`config.mk`:
```
export PLATFORM = sky130hd
export DESIGN_NAME = dual_tlb_mmu
export DESIGN_NICKNAME = d
export VERILOG_FILES = /design/src/hdl/mmu_pkg.sv /design/src/hdl/tlb_update_if.sv /design/src/hdl/dual_tlb_mmu.sv /design/src/hdl/mmu_request_router.sv /design/src/hdl/page_table_walker.sv /design/src/hdl/tlb.sv
export SDC_FILE = /design/constraint.sdc
export NUM_CORES = 2
export LEC_CHECK = 0
export ABC_AREA = 1
export BUFFER_PORTS_ARGS = -buffer_cell sky130_fd_sc_hd__clkbuf_2
export CORE_UTILIZATION = 60
export CTS_CLUSTER_DIAMETER = 120
export CTS_CLUSTER_SIZE = 30
export DETAILED_ROUTE_END_ITERATION = 12
export MAX_ROUTING_LAYER = met4
export PLACE_DENSITY = 0.85
export SLEW_MARGIN = 20
export SYNTH_ARGS = -nofsm -noshare
export SYNTH_HDL_FRONTEND = slang
export SYNTH_SLANG_ARGS = --single-unit
```
`constraint.sdc`:
```
create_clock -name clk -period 5.8 [get_ports clk]
set_input_delay 0.29 -clock clk [delete_from_list [all_inputs] [get_ports clk]]
set_output_delay 0.29 -clock clk [all_outputs]
set_load 0.05 [all_outputs]
```
`src/hdl/mmu_pkg.sv`:
```
/*
 * Sv32 MMU shared definitions
 * Widths, TLB sizes, PTE flag positions, privilege codes, walker
 * state codes and the virtual address layout used by the TLBs and walker
 */

package mmu_pkg;

  // ==========================================================================
  // Widths and sizes
  // ==========================================================================

  localparam int xlen = 32;

  // Entries per TLB, instruction side is smaller
  localparam int itlb_entries = 8;
  localparam int dtlb_entries = 16;

  // Offset widths of a 4 KiB page and a 4 MiB megapage
  localparam int page_shift = 12;
  localparam int mega_shift = 22;

  // satp layout for RV32
  localparam int satp_mode_bit  = 31;
  localparam int satp_ppn_width = 22;

  // ==========================================================================
  // PTE flag bits, PPN sits in 31:10
  // ==========================================================================

  localparam int pte_v = 0;
  localparam int pte_r = 1;
  localparam int pte_w = 2;
  localparam int pte_x = 3;
  localparam int pte_u = 4;
  localparam int pte_a = 6;
  localparam int pte_d = 7;

  // Privilege levels
  localparam logic [1:0] priv_u = 2'b00;
  localparam logic [1:0] priv_s = 2'b01;
  localparam logic [1:0] priv_m = 2'b11;

  // Walker FSM
  localparam logic [1:0] ptw_st_idle = 2'd0;
  localparam logic [1:0] ptw_st_req  = 2'd1;
  localparam logic [1:0] ptw_st_wait = 2'd2;
  localparam logic [1:0] ptw_st_done = 2'd3;

  // Same address word seen as a 4K page or a megapage
  typedef union packed {
    struct packed {
      logic [9:0]            vpn1;
      logic [9:0]            vpn0;
      logic [page_shift-1:0] offset;
    } as_page;
    struct packed {
      logic [9:0]            vpn1;
      logic [mega_shift-1:0] offset;
    } as_mega;
  } sv32_vaddr_t;

endpackage

```
`src/hdl/tlb_update_if.sv`:
```
/*
 * TLB fill bus
 * One finished walk result, vpn to ppn with leaf flags and page size
 */

`timescale 1ns/1ps

interface tlb_update_if;

  logic        valid;
  // Full 20-bit VPN, low half ignored for megapages
  logic [19:0] vpn;
  logic [19:0] ppn;
  // PTE bits 7:0
  logic [7:0]  flags;
  logic        mega;

  // Source side
  modport walker (output valid, vpn, ppn, flags, mega);

  // Sink side
  modport tlb (input valid, vpn, ppn, flags, mega);

endinterface

```
`src/hdl/dual_tlb_mmu.sv`:
```
/*
 * Dual TLB Sv32 MMU top level
 * Private fetch and data TLBs sharing one page table walker
 */

`timescale 1ns/1ps

module dual_tlb_mmu import mmu_pkg::*; (
  input  logic            clk,
  input  logic            reset_n,
  // Fetch port
  input  logic            if_req_valid,
  input  logic [xlen-1:0] if_req_vaddr,
  output logic            if_req_ready,
  output logic [xlen-1:0] if_req_paddr,
  output logic            if_req_page_fault,
  output logic [xlen-1:0] if_req_fault_vaddr,
  // Data port
  input  logic            ex_req_valid,
  input  logic [xlen-1:0] ex_req_vaddr,
  input  logic            ex_req_is_store,
  output logic            ex_req_ready,
  output logic [xlen-1:0] ex_req_paddr,
  output logic            ex_req_page_fault,
  output logic [xlen-1:0] ex_req_fault_vaddr,
  // Page table memory
  output logic            ptw_req_valid,
  output logic [xlen-1:0] ptw_req_addr,
  input  logic            ptw_req_ready,
  input  logic            ptw_resp_valid,
  input  logic [xlen-1:0] ptw_resp_data,
  // CSR state
  input  logic [xlen-1:0] satp,
  input  logic [1:0]      privilege_mode,
  input  logic            mstatus_sum,
  input  logic            mstatus_mxr,
  // Flush
  input  logic            tlb_flush_all,
  input  logic            tlb_flush_vaddr,
  input  logic [xlen-1:0] tlb_flush_addr
);

  logic            itlb_hit;
  logic [xlen-1:0] itlb_paddr;
  logic            itlb_fault;
  logic            dtlb_hit;
  logic [xlen-1:0] dtlb_paddr;
  logic            dtlb_fault;
  logic            walk_start;
  sv32_vaddr_t     walk_vaddr;
  logic            walk_done;
  logic            walk_fault;

  // Walker result and its two steered copies
  tlb_update_if walk_upd ();
  tlb_update_if itlb_upd ();
  tlb_update_if dtlb_upd ();

  tlb #(.num_entries(itlb_entries)) itlb (
    .clk, .reset_n,
    .lookup_valid    (if_req_valid),
    .lookup_vaddr    (if_req_vaddr),
    .lookup_is_store (1'b0),
    .lookup_is_fetch (1'b1),
    .privilege_mode, .mstatus_sum, .mstatus_mxr,
    .flush_all       (tlb_flush_all),
    .flush_vaddr     (tlb_flush_vaddr),
    .flush_addr      (tlb_flush_addr),
    .lookup_hit      (itlb_hit),
    .lookup_paddr    (itlb_paddr),
    .lookup_fault    (itlb_fault),
    .upd             (itlb_upd)
  );

  tlb #(.num_entries(dtlb_entries)) dtlb (
    .clk, .reset_n,
    .lookup_valid    (ex_req_valid),
    .lookup_vaddr    (ex_req_vaddr),
    .lookup_is_store (ex_req_is_store),
    .lookup_is_fetch (1'b0),
    .privilege_mode, .mstatus_sum, .mstatus_mxr,
    .flush_all       (tlb_flush_all),
    .flush_vaddr     (tlb_flush_vaddr),
    .flush_addr      (tlb_flush_addr),
    .lookup_hit      (dtlb_hit),
    .lookup_paddr    (dtlb_paddr),
    .lookup_fault    (dtlb_fault),
    .upd             (dtlb_upd)
  );

  mmu_request_router router (
    .clk, .reset_n, .satp, .privilege_mode,
    .if_req_valid, .if_req_vaddr, .ex_req_valid, .ex_req_vaddr,
    .itlb_hit, .itlb_paddr, .itlb_fault, .dtlb_hit, .dtlb_paddr, .dtlb_fault,
    .walk_done, .walk_fault,
    .translation_enabled (),
    .if_req_ready, .if_req_paddr, .if_req_page_fault, .if_req_fault_vaddr,
    .ex_req_ready, .ex_req_paddr, .ex_req_page_fault, .ex_req_fault_vaddr,
    .walk_start, .walk_vaddr,
    .walk_upd (walk_upd),
    .itlb_upd (itlb_upd),
    .dtlb_upd (dtlb_upd)
  );

  page_table_walker ptw (
    .clk, .reset_n, .walk_start, .walk_vaddr, .satp,
    .ptw_req_ready, .ptw_resp_valid, .ptw_resp_data,
    .walk_done, .walk_fault, .ptw_req_valid, .ptw_req_addr,
    .upd (walk_upd)
  );

endmodule

```
`src/hdl/mmu_request_router.sv`:
```
/*
 * MMU request router
 * Translation enable, miss detection, data-first walk arbitration,
 * walk ownership and the ready/paddr/fault responses of both ports
 */

`timescale 1ns/1ps

module mmu_request_router import mmu_pkg::*; (
  input  logic            clk,
  input  logic            reset_n,
  input  logic [xlen-1:0] satp,
  input  logic [1:0]      privilege_mode,
  input  logic            if_req_valid,
  input  logic [xlen-1:0] if_req_vaddr,
  input  logic            ex_req_valid,
  input  logic [xlen-1:0] ex_req_vaddr,
  input  logic            itlb_hit,
  input  logic [xlen-1:0] itlb_paddr,
  input  logic            itlb_fault,
  input  logic            dtlb_hit,
  input  logic [xlen-1:0] dtlb_paddr,
  input  logic            dtlb_fault,
  input  logic            walk_done,
  input  logic            walk_fault,
  output logic            translation_enabled,
  output logic            if_req_ready,
  output logic [xlen-1:0] if_req_paddr,
  output logic            if_req_page_fault,
  output logic [xlen-1:0] if_req_fault_vaddr,
  output logic            ex_req_ready,
  output logic [xlen-1:0] ex_req_paddr,
  output logic            ex_req_page_fault,
  output logic [xlen-1:0] ex_req_fault_vaddr,
  output logic            walk_start,
  output sv32_vaddr_t     walk_vaddr,
  tlb_update_if.tlb       walk_upd,
  tlb_update_if.walker    itlb_upd,
  tlb_update_if.walker    dtlb_upd
);

  logic busy;
  // Walk belongs to the data port
  logic owner_ex;
  logic if_fault_q;
  logic ex_fault_q;
  logic if_pend;
  logic ex_pend;
  logic launch;

  // M mode always runs bare
  assign translation_enabled = satp[satp_mode_bit] && (privilege_mode != priv_m);

  // Misses not already being answered with a walk fault
  assign if_pend = translation_enabled && if_req_valid && !itlb_hit && !if_fault_q;
  assign ex_pend = translation_enabled && ex_req_valid && !dtlb_hit && !ex_fault_q;
  assign launch  = (if_pend || ex_pend) && !busy && !walk_start;

  always_ff @(posedge clk or negedge reset_n) begin
    if (!reset_n) begin
      walk_start <= 1'b0;
      busy       <= 1'b0;
      owner_ex   <= 1'b0;
      if_fault_q <= 1'b0;
      ex_fault_q <= 1'b0;
    end else begin
      walk_start <= launch;
      if (launch) begin
        // Data before fetch
        owner_ex <= ex_pend;
      end
      if (walk_start) begin
        busy <= 1'b1;
      end else if (walk_done) begin
        busy <= 1'b0;
      end
      if_fault_q <= walk_done && walk_fault && !owner_ex;
      ex_fault_q <= walk_done && walk_fault && owner_ex;
    end
  end

  always_ff @(posedge clk) begin
    if (launch) begin
      walk_vaddr <= ex_pend ? ex_req_vaddr : if_req_vaddr;
    end
  end

  // Fill goes only to the TLB that asked
  assign itlb_upd.valid = walk_upd.valid && !owner_ex;
  assign dtlb_upd.valid = walk_upd.valid && owner_ex;
  assign itlb_upd.vpn   = walk_upd.vpn;
  assign dtlb_upd.vpn   = walk_upd.vpn;
  assign itlb_upd.ppn   = walk_upd.ppn;
  assign dtlb_upd.ppn   = walk_upd.ppn;
  assign itlb_upd.flags = walk_upd.flags;
  assign dtlb_upd.flags = walk_upd.flags;
  assign itlb_upd.mega  = walk_upd.mega;
  assign dtlb_upd.mega  = walk_upd.mega;

  // ==========================================================================
  // Port responses, bare, TLB hit or walk fault
  // ==========================================================================

  assign if_req_ready       = if_req_valid && (!translation_enabled || itlb_hit || if_fault_q);
  assign if_req_paddr       = translation_enabled ? itlb_paddr : if_req_vaddr;
  assign if_req_page_fault  = translation_enabled && ((itlb_hit && itlb_fault) || if_fault_q);
  assign if_req_fault_vaddr = if_fault_q ? walk_vaddr : if_req_vaddr;

  assign ex_req_ready       = ex_req_valid && (!translation_enabled || dtlb_hit || ex_fault_q);
  assign ex_req_paddr       = translation_enabled ? dtlb_paddr : ex_req_vaddr;
  assign ex_req_page_fault  = translation_enabled && ((dtlb_hit && dtlb_fault) || ex_fault_q);
  assign ex_req_fault_vaddr = ex_fault_q ? walk_vaddr : ex_req_vaddr;

  // Walker only finishes a walk this router started and still owns
  assert property (@(posedge clk) disable iff (!reset_n) walk_done |-> busy);

endmodule

```
`src/hdl/page_table_walker.sv`:
```
/*
 * Two-level Sv32 page table walker
 * Reads the root then the leaf PTE over a valid/ready memory port,
 * flags structural faults and hands good leaves to the TLB fill bus
 */

`timescale 1ns/1ps

module page_table_walker import mmu_pkg::*; (
  input  logic            clk,
  input  logic            reset_n,
  input  logic            walk_start,
  input  sv32_vaddr_t     walk_vaddr,
  input  logic [xlen-1:0] satp,
  input  logic            ptw_req_ready,
  input  logic            ptw_resp_valid,
  input  logic [xlen-1:0] ptw_resp_data,
  output logic            walk_done,
  output logic            walk_fault,
  output logic            ptw_req_valid,
  output logic [xlen-1:0] ptw_req_addr,
  tlb_update_if.walker    upd
);

  logic [1:0]      state;
  // High while reading the root table
  logic            level;
  logic            fault_q;

  // Walk payload
  sv32_vaddr_t     va_q;
  logic [xlen-1:0] addr_q;
  logic [19:0]     leaf_ppn;
  logic [7:0]      leaf_flags;
  logic            leaf_mega;

  logic [satp_ppn_width+page_shift-1:0] root_addr;
  logic pte_valid;
  logic pte_leaf;
  logic pte_bad;

  // Root PPN times 4096 plus vpn1 times 4, upper bits dropped
  assign root_addr = {satp[satp_ppn_width-1:0], walk_vaddr.as_page.vpn1, 2'b00};

  // ==========================================================================
  // PTE decode
  // ==========================================================================

  assign pte_valid = ptw_resp_data[pte_v];
  assign pte_leaf  = ptw_resp_data[pte_r] || ptw_resp_data[pte_x];

  // V clear, W without R, pointer at level 0, misaligned megapage
  assign pte_bad = !pte_valid ||
                   (ptw_resp_data[pte_w] && !ptw_resp_data[pte_r]) ||
                   (!pte_leaf && !level) ||
                   (pte_leaf && level && ptw_resp_data[19:10] != '0);

  // ==========================================================================
  // FSM
  // ==========================================================================

  always_ff @(posedge clk or negedge reset_n) begin
    if (!reset_n) begin
      state   <= ptw_st_idle;
      level   <= 1'b0;
      fault_q <= 1'b0;
    end else begin
      case (state)
        ptw_st_idle: begin
          if (walk_start) begin
            state   <= ptw_st_req;
            level   <= 1'b1;
            fault_q <= 1'b0;
          end
        end
        ptw_st_req: begin
          if (ptw_req_ready) begin
            state <= ptw_st_wait;
          end
        end
        ptw_st_wait: begin
          if (ptw_resp_valid) begin
            if (pte_bad) begin
              fault_q <= 1'b1;
              state   <= ptw_st_done;
            end else if (pte_leaf) begin
              state <= ptw_st_done;
            end else begin
              // Pointer, descend one level
              level <= 1'b0;
              state <= ptw_st_req;
            end
          end
        end
        default: begin
          state <= ptw_st_idle;
        end
      endcase
    end
  end

  // Address and leaf capture
  always_ff @(posedge clk) begin
    if (state == ptw_st_idle && walk_start) begin
      va_q   <= walk_vaddr;
      addr_q <= root_addr[xlen-1:0];
    end
    if (state == ptw_st_wait && ptw_resp_valid) begin
      if (!pte_leaf) begin
        addr_q <= {ptw_resp_data[29:10], va_q.as_page.vpn0, 2'b00};
      end
      leaf_ppn   <= ptw_resp_data[29:10];
      leaf_flags <= ptw_resp_data[7:0];
      leaf_mega  <= level;
    end
  end

  assign ptw_req_valid = (state == ptw_st_req);
  assign ptw_req_addr  = addr_q;

  assign walk_done  = (state == ptw_st_done);
  assign walk_fault = walk_done && fault_q;

  // Fill pulses with walk_done
  assign upd.valid = walk_done && !fault_q;
  assign upd.vpn   = {va_q.as_page.vpn1, va_q.as_page.vpn0};
  assign upd.ppn   = leaf_ppn;
  assign upd.flags = leaf_flags;
  assign upd.mega  = leaf_mega;

  // Router waits for the previous walk to drain
  assert property (@(posedge clk) disable iff (!reset_n) walk_start |-> state == ptw_st_idle);

  // Request held steady under back-pressure
  assert property (@(posedge clk) disable iff (!reset_n)
    ptw_req_valid && !ptw_req_ready |=> ptw_req_valid && $stable(ptw_req_addr));

endmodule

```
`src/hdl/tlb.sv`:
```
/*
 * Fully associative Sv32 TLB
 * Combinational lookup with permission check, round-robin fill
 * from the walker, flush of all entries or of one page
 */

`timescale 1ns/1ps

module tlb import mmu_pkg::*; #(
  parameter int num_entries = 8
) (
  input  logic              clk,
  input  logic              reset_n,
  input  logic              lookup_valid,
  input  sv32_vaddr_t       lookup_vaddr,
  input  logic              lookup_is_store,
  input  logic              lookup_is_fetch,
  input  logic [1:0]        privilege_mode,
  input  logic              mstatus_sum,
  input  logic              mstatus_mxr,
  input  logic              flush_all,
  input  logic              flush_vaddr,
  input  sv32_vaddr_t       flush_addr,
  output logic              lookup_hit,
  output logic [xlen-1:0]   lookup_paddr,
  output logic              lookup_fault,
  tlb_update_if.tlb         upd
);

  // Entry storage, only the valid bits are control state
  logic [num_entries-1:0]          ent_valid;
  logic [19:0]                     ent_vpn   [num_entries];
  logic [19:0]                     ent_ppn   [num_entries];
  logic [7:0]                      ent_flags [num_entries];
  logic [num_entries-1:0]          ent_mega;
  logic [$clog2(num_entries)-1:0]  fill_ptr;

  logic [num_entries-1:0] match;
  logic [num_entries-1:0] flush_match;
  logic [19:0]            sel_ppn;
  logic [7:0]             sel_flags;
  logic                   sel_mega;
  logic                   priv_ok;
  logic                   access_ok;

  // Megapage entries compare vpn1 only
  function automatic logic vpn_match(logic [19:0] vpn, logic mega, sv32_vaddr_t va);
    return (vpn[19:10] == va.as_page.vpn1) && (mega || vpn[9:0] == va.as_page.vpn0);
  endfunction

  // ==========================================================================
  // Lookup
  // ==========================================================================

  always_comb begin
    sel_ppn   = '0;
    sel_flags = '0;
    sel_mega  = 1'b0;
    for (int i = 0; i < num_entries; i++) begin
      match[i]       = ent_valid[i] && vpn_match(ent_vpn[i], ent_mega[i], lookup_vaddr);
      flush_match[i] = ent_valid[i] && vpn_match(ent_vpn[i], ent_mega[i], flush_addr);
      // One-hot hit, so OR-ing the fields selects the entry
      if (match[i]) begin
        sel_ppn   |= ent_ppn[i];
        sel_flags |= ent_flags[i];
        sel_mega  |= ent_mega[i];
      end
    end
  end

  assign lookup_hit = lookup_valid && (|match);

  // Megapage keeps 22 offset bits
  assign lookup_paddr = sel_mega ? {sel_ppn[19:10], lookup_vaddr.as_mega.offset}
                                 : {sel_ppn, lookup_vaddr.as_page.offset};

  // U pages need U mode, or S mode with SUM
  assign priv_ok = sel_flags[pte_u] ? (privilege_mode == priv_u ||
                                       (privilege_mode == priv_s && mstatus_sum))
                                    : (privilege_mode != priv_u);

  // Fetch needs X, store needs W and D, load needs R or X under MXR
  assign access_ok = lookup_is_fetch ? sel_flags[pte_x] :
                     lookup_is_store ? (sel_flags[pte_w] && sel_flags[pte_d]) :
                     (sel_flags[pte_r] || (sel_flags[pte_x] && mstatus_mxr));

  // No hardware A update, clear A always faults
  assign lookup_fault = lookup_hit && !(priv_ok && access_ok && sel_flags[pte_a]);

  // ==========================================================================
  // Fill and flush
  // ==========================================================================

  always_ff @(posedge clk or negedge reset_n) begin
    if (!reset_n) begin
      ent_valid <= '0;
      fill_ptr  <= '0;
    end else begin
      for (int i = 0; i < num_entries; i++) begin
        if (flush_all || (flush_vaddr && flush_match[i])) begin
          ent_valid[i] <= 1'b0;
        end
      end
      // Install wins over a same-cycle page flush
      if (upd.valid) begin
        ent_valid[fill_ptr] <= 1'b1;
        if (int'(fill_ptr) == num_entries - 1) begin
          fill_ptr <= '0;
        end else begin
          fill_ptr <= fill_ptr + 1'b1;
        end
      end
    end
  end

  always_ff @(posedge clk) begin
    if (upd.valid) begin
      ent_vpn[fill_ptr]   <= upd.vpn;
      ent_ppn[fill_ptr]   <= upd.ppn;
      ent_flags[fill_ptr] <= upd.flags;
      ent_mega[fill_ptr]  <= upd.mega;
    end
  end

  // Walker only fills on a miss, so entries never overlap
  assert property (@(posedge clk) disable iff (!reset_n) $onehot0(match));

  // Global flush and install never share a cycle
  assert property (@(posedge clk) disable iff (!reset_n) !(upd.valid && flush_all));

endmodule

```
# Word-level counts from Yosys, hierarchy flattened
# Memories as Yosys holds them, arrays and structs flattened.
# Index checks and enable logic that the tools add are counted.
# Widths: inputs -> output; s select.
# totals
ff_bits	189
ram_bits	1152
input_bits	173
output_inout_bits	165
wordCells	621
mem_count	6
# classes
addsub	2
n_lt_le_gt_ge	4
eq_ne	109
mux	140
bitwise	68
reduce_logical	272
# memory_table
name	words	word_bits	rd	rd_clocked_by_memory_dff	wr	line	text
dtlb.ent_ppn	16	20	16	0	1	tlb.sv:33	logic [19:0] ent_ppn [num_entries];
dtlb.ent_vpn	16	20	16	0	1	tlb.sv:32	logic [19:0] ent_vpn [num_entries];
itlb.ent_ppn	8	20	8	0	1	tlb.sv:33	
itlb.ent_vpn	8	20	8	0	1	tlb.sv:32	
dtlb.ent_flags	16	8	16	0	1	tlb.sv:34	logic [7:0] ent_flags [num_entries];
itlb.ent_flags	8	8	8	0	1	tlb.sv:34	
# op_table
cell	n
$eq 10x10->1	96
$mux 20	24
$or 20x20->20	22
$mux 32	8
$logic_and 1x1->1	161
$mux 8	17
$or 8x8->8	16
$logic_or 1x1->1	85
$mux 1	66
$mux 7	8
$or 7x7->7	7
$mux 22	2
$or 1x1->1	22
$bwmux 16	1
$mux 16	1
$or 16x16->16	1
$reduce_or 16->1	1
$logic_not 1->1	15
$mux 2	5
$ne 2x2->1 const B	5
$reduce_bool 10->1	1
$bwmux 8	1
$reduce_or 8->1	1
$pmux 2 s3	1
21 further kinds	28

# Depth between registers and ports, before layout
# An unclocked memory read counts as a cell.
# depth
depth_word	46
ltp_mapped	21
ltp_nobuf	19

# Hierarchy
# A second synthesis with hierarchy kept.
# hier_totals
hier_cells	6433
area_unflattened_um2	63689.8
# by_module_without_submodules
module	n_inst	cells_each	area_per_inst_um2	seq_area_each_um2
tlb at dtlb	1	3642	37475.9	23082.1
tlb at itlb	1	1866	18994.5	11566.1
mmu_request_router	1	655	4011.3	1086.0
page_table_walker	1	268	3200.6	2212.1
dual_tlb_mmu	1	2	7.5	0.0

# Worst setup path before layout
# No wires, ideal clock.
# synth_timing
kind	register to register
from	reg ptw.state[0]
to	mem dtlb.ent_flags[0][1] (enable)
setup_time_ps	453
arrival_time_ps	2980
required_time_ps	5347
setup_slack_ps	2367
stages_incl_launch_ff	7
path_buffers	0
synth_period_minus_slack_ps	3433
path_cell_list	dfrtp_1 nand2_1 nor2_1 nand2_1 inv_1 nand2_1 nor2_1
# synth_via
elab_chain_cells	5
# synth_rtl
item	line	text
start, declared	page_table_walker.sv:25	logic [1:0] state;
start signal, assigned	page_table_walker.sv:64	state <= ptw_st_idle;
start signal, assigned	page_table_walker.sv:71	state <= ptw_st_req;
start signal, assigned	page_table_walker.sv:78	state <= ptw_st_wait;
$eq 2x2->1	page_table_walker.sv:121	assign walk_done = (state == ptw_st_done);
$logic_and 1x1->1	page_table_walker.sv:125	assign upd.valid = walk_done && !fault_q;
$logic_and 1x1->1	mmu_request_router.sv:90	assign dtlb_upd.valid = walk_upd.valid && owner_ex;
$mux 1	tlb.sv:117	if (upd.valid) begin
$mux 1 (implied by the code)	tlb.sv:120	ent_flags[fill_ptr] <= upd.flags;
end, declared	tlb.sv:34	
# Every way passes these cells.

# Final worst setup path
# layout_timing
from	in ex_req_vaddr[27]
to	out ex_req_paddr[15]
# layout_via
elab_chain_cells	36
word_cells_on_any_way	112
cone_classes	16 x eq/ne; 34 x mux; 30 x bitwise; 32 x reduce/logical
# layout_rtl
item	line	text
start, declared	dual_tlb_mmu.sv:20	input logic [xlen-1:0] ex_req_vaddr,
$eq 10x10->1	tlb.sv:48	return (vpn[19:10] == va.as_page.vpn1) && (mega || vpn[9:0] == va.as_page.vpn0);
$logic_and 1x1->1	tlb.sv:48	
$logic_and 1x1->1	tlb.sv:60	match[i] = ent_valid[i] && vpn_match(ent_vpn[i], ent_mega[i], lookup_vaddr);
$mux 20 / $mux 1 (equally long branches)	tlb.sv:63	if (match[i]) begin
$or 20x20->20 / $or 1x1->1 (equally long branches)	tlb.sv:64, tlb.sv:66	
$mux 20 / $mux 1 (equally long branches)	tlb.sv:63	
$or 20x20->20 / $or 1x1->1 (equally long branches)	tlb.sv:64, tlb.sv:66	
$mux 20 / $mux 1 (equally long branches)	tlb.sv:63	
[20 not listed]	--	
$or 20x20->20 / $or 1x1->1 (equally long branches)	tlb.sv:64, tlb.sv:66	
$mux 20 / $mux 1 (equally long branches)	tlb.sv:63	
$or 20x20->20 / $or 1x1->1 (equally long branches)	tlb.sv:64, tlb.sv:66	
$mux 20 / $mux 1 (equally long branches)	tlb.sv:63	
$or 20x20->20 / $or 1x1->1 (equally long branches)	tlb.sv:64, tlb.sv:66	
$mux 20 / $mux 1 (equally long branches)	tlb.sv:63	
$mux 22 (*)	tlb.sv:74	assign lookup_paddr = sel_mega ? {sel_ppn[19:10], lookup_vaddr.as_mega.offset}
$mux 32 (*)	mmu_request_router.sv:110	assign ex_req_paddr = translation_enabled ? dtlb_paddr : ex_req_vaddr;
end, declared	dual_tlb_mmu.sv:23	output logic [xlen-1:0] ex_req_paddr,
# Every way passes the cells marked *; elsewhere a longest branch is shown, timed or not.

==> flow_summary.json <==
{
  "status": "finished, final reports clean",
  "synth_flop_cell": "edfxtp_1",
  "routed_wl_um": 206000,
  "synthToLayoutAreaGrowth_pct": 8.62,
  "post_cts_buffers": 0,
  "critPathMaxFanout": 20,
  "r2r-end": "router.walk_vaddr[4]",
  "fmax_ghz": 0.196,
  "path_class": "in -> out",
  "cp-startpoint": "ex_req_vaddr[27]",
  "grt_usage_pct": 42.4,
  "gp_congestion": 1.00,
  "die_height_um": 314,
  "synth_edf_count": 1183,
  "cts_tree": "yes",
  "cts-root-to-sink-buffers": 3,
  "synthCells": 5297,
  "p_per_area_nw_per_um2": 267,
  "drtIter0Drc": 8936,
  "timing.final.crit_share_pct": 88.0,
  "fin_setup_tns_ns": 0,
  "rsz0062_at_grt": "no",
  "wl_per_cell_um": 29.9,
  "worstSetupEndpointType": "output port",
  "tightestPinTransition_ns": 1.19,
  "dieArea_um2": 98500,
  "die_x_um": 314,
  "antenna_found_initial": 10,
  "period_needed_ns": 5.10,
  "overflow": 0,
  "syn_area_per_cell_um2": 11.0,
  "vias": 46500,
  "cts_buffers": 47,
  "initial_core_util_pct": 61.0,
  "final_common_cell": "nand2_1",
  "report.final.slew_viol_count": 0,
  "via_per_inst": 6.74,
  "yosysSeqAreaShare_pct": 63.7,
  "cp.required_ns": 5.51,
  "drt_first_pass_iters": 8,
  "total_leakage_power_nw": 23.2,
  "dp_hpwl_um": 128000,
  "clk_pin_slew_ns": 0.12,
  "async_reset_ff_share_pct": 3.19,
  "setup_slack_ns": 0.698,
  "ant_nets": 0,
  "htreeDepth": 2,
  "ys_warn_count": 0,
  "hp-class": "in -> reg",
  "synth_cell_type_count": 66,
  "slew_headroom_pct": 20.5,
  "layout_common_cells": "nand2_1, edfxtp_1, inv_1",
  "worstPathArrival_ns": 4.81,
  "insertion_delay_ns": 0.72,
  "portBuffers": 309,
  "critPathCapture": "ex_req_paddr[15]",
  "clock_skew_ns": 0.0628,
  "grt_max_degree": 66,
  "coreArea_um2": 95600,
  "drc_errors": 0,
  "setup_violations": 0,
  "pre_cts_ws_ns": 1.12,
  "fp-row-count": 113,
  "clockRootBuffer": "clkbuf_16",
  "syn_area_um2": 58300,
  "timing_hold_violations_final": 0,
  "grt_pass1_vias": 43800,
  "finalNetCount": 5771,
  "cts.sinks": 1255,
  "ys_seq_elements": 1255,
  "final_layout_size_suffix_gt1_share_pct": 12.7,
  "io_pins": 338,
  "irDropWorstVdd_mv": 0.428,
  "r2r_start": "dtlb.ent_vpn[4][4]",
  "ff2ff_path_depth": 15,
  "fill_cells": 6834,
  "r2r_slack_ns": 1.14,
  "cap_violations": 0,
  "synth.net_count": 5476,
  "grt_pass1_wl_um": 290000,
  "startpoint_type": "primary input"
}
worst min-delay path by stage:
stage                                       to  depth (start not counted)                 from
after CTS                 router.walk_vaddr[8]                          3      ex_req_vaddr[8]
after global placement     itlb.ent_vpn[5][11]                          0         ptw.va_q[23]
after global routing      router.walk_vaddr[8]                          3      ex_req_vaddr[8]
final                     router.walk_vaddr[8]                          3      ex_req_vaddr[8]
after detailed placement   ptw.ptw_req_addr[0]                          2  ptw.ptw_req_addr[0]
after floorplan              dtlb.ent_valid[0]                          0              reset_n
cells by family after synthesis:
logic type                 synth area share (%)
and+or+nand+nor                            15.8
DFF                                        63.7
AOI/OAI and AO/OA                          9.79
buffers and inverters                      5.37
xor gates and xnor gates                   5.17
adders and majority gates                 0.129
layer usage:
layer  global-route usage, %  vias up  wire [um]
li1                        -    19100          -
met1                    52.1    21600      64600
met2                    60.6     4644      86900
met3                    12.5     1142      36000
met4                    28.7        0      18500
met5                       -        -          0
power by group:
part           internal (mW)  switching [mW]
sequential              10.1           0.205
clock                   1.59            2.74
combinational          0.521            1.78
sequential cells by signal, indices dropped and copies added, names as in the netlist, 6 cells and up:
signal	cells
dtlb.ent_flags	96
dtlb.ent_mega	16
dtlb.ent_ppn	320
dtlb.ent_valid	16
dtlb.ent_vpn	320
itlb.ent_flags	24
itlb.ent_mega	8
itlb.ent_ppn	160
itlb.ent_valid	8
itlb.ent_vpn	160
ptw.ptw_req_addr	32
ptw.upd.flags	6
ptw.upd.ppn	20
ptw.va_q	20
router.walk_vaddr	32
Yosys cell counts, types with 56 or more instances:
cell	n	area, um2
a21oi_1	81	405
a22oi_1	86	646
xnor2_1	203	1780
o21ai_0	233	1170
nand4_1	137	857
o22ai_1	109	682
nand3_1	146	731
inv_1	417	1570
a221oi_1	56	490
xor2_1	141	1230
or2_2	65	407
nor3_1	63	315
edfxtp_1	1183	35500
buf_2	67	335
nand2_1	1189	4460
nor2_1	420	1580
a22o_1	77	674
clkbuf_1	105	394
timing repair:
item	in CTS	in global routing
resized for setup	0	0
endpoints found under the hold margin	102	0
setup endpoints to repair	0	0
hold buffers	76	0
per-stage QoR:
step                instance area [um2]  utilization (%)  hold WS, ns  total power [mW]  instances
detailed placement                61200             64.0        0.439              12.6       6730
global route                      63400             66.3      0.00406              17.2       6898
finish                            63400             66.3      0.00598              16.9       6899
global placement                  61200             64.0        0.432              12.6       6730
CTS                               63300             66.2      0.00444              16.7       6888
floorplan                         58300                -     -0.00559              11.8       5297
worst max-delay path: stages:
cell and delay (ns):
clkbuf_2 0.41, inv_2 0.73, o21ai_1 0.12, nor2_1 0.12
nand3_1 0.09, nor2_1 0.50, nand2_1 0.42, inv_1 0.49
buf_4 0.39, nand2_1 0.11, nand4_1 0.13, nor2_1 0.13
a21oi_1 0.49, clkbuf_2 0.37
cell type report:
type,instances,area (um2),area share (%)
Multi-Input combinational cell,3334,18300,28.8
Antenna cell,9,22.5,0.0355
Inverter,444,1670,2.63
Sequential cell,1255,37200,58.7
Clock inverter,4,73.8,0.117
Clock buffer,78,1300,2.06
Timing Repair Buffer,510,3270,5.15
Tap cell,1265,1580,2.50
Power figures use the tool's default switching activity.
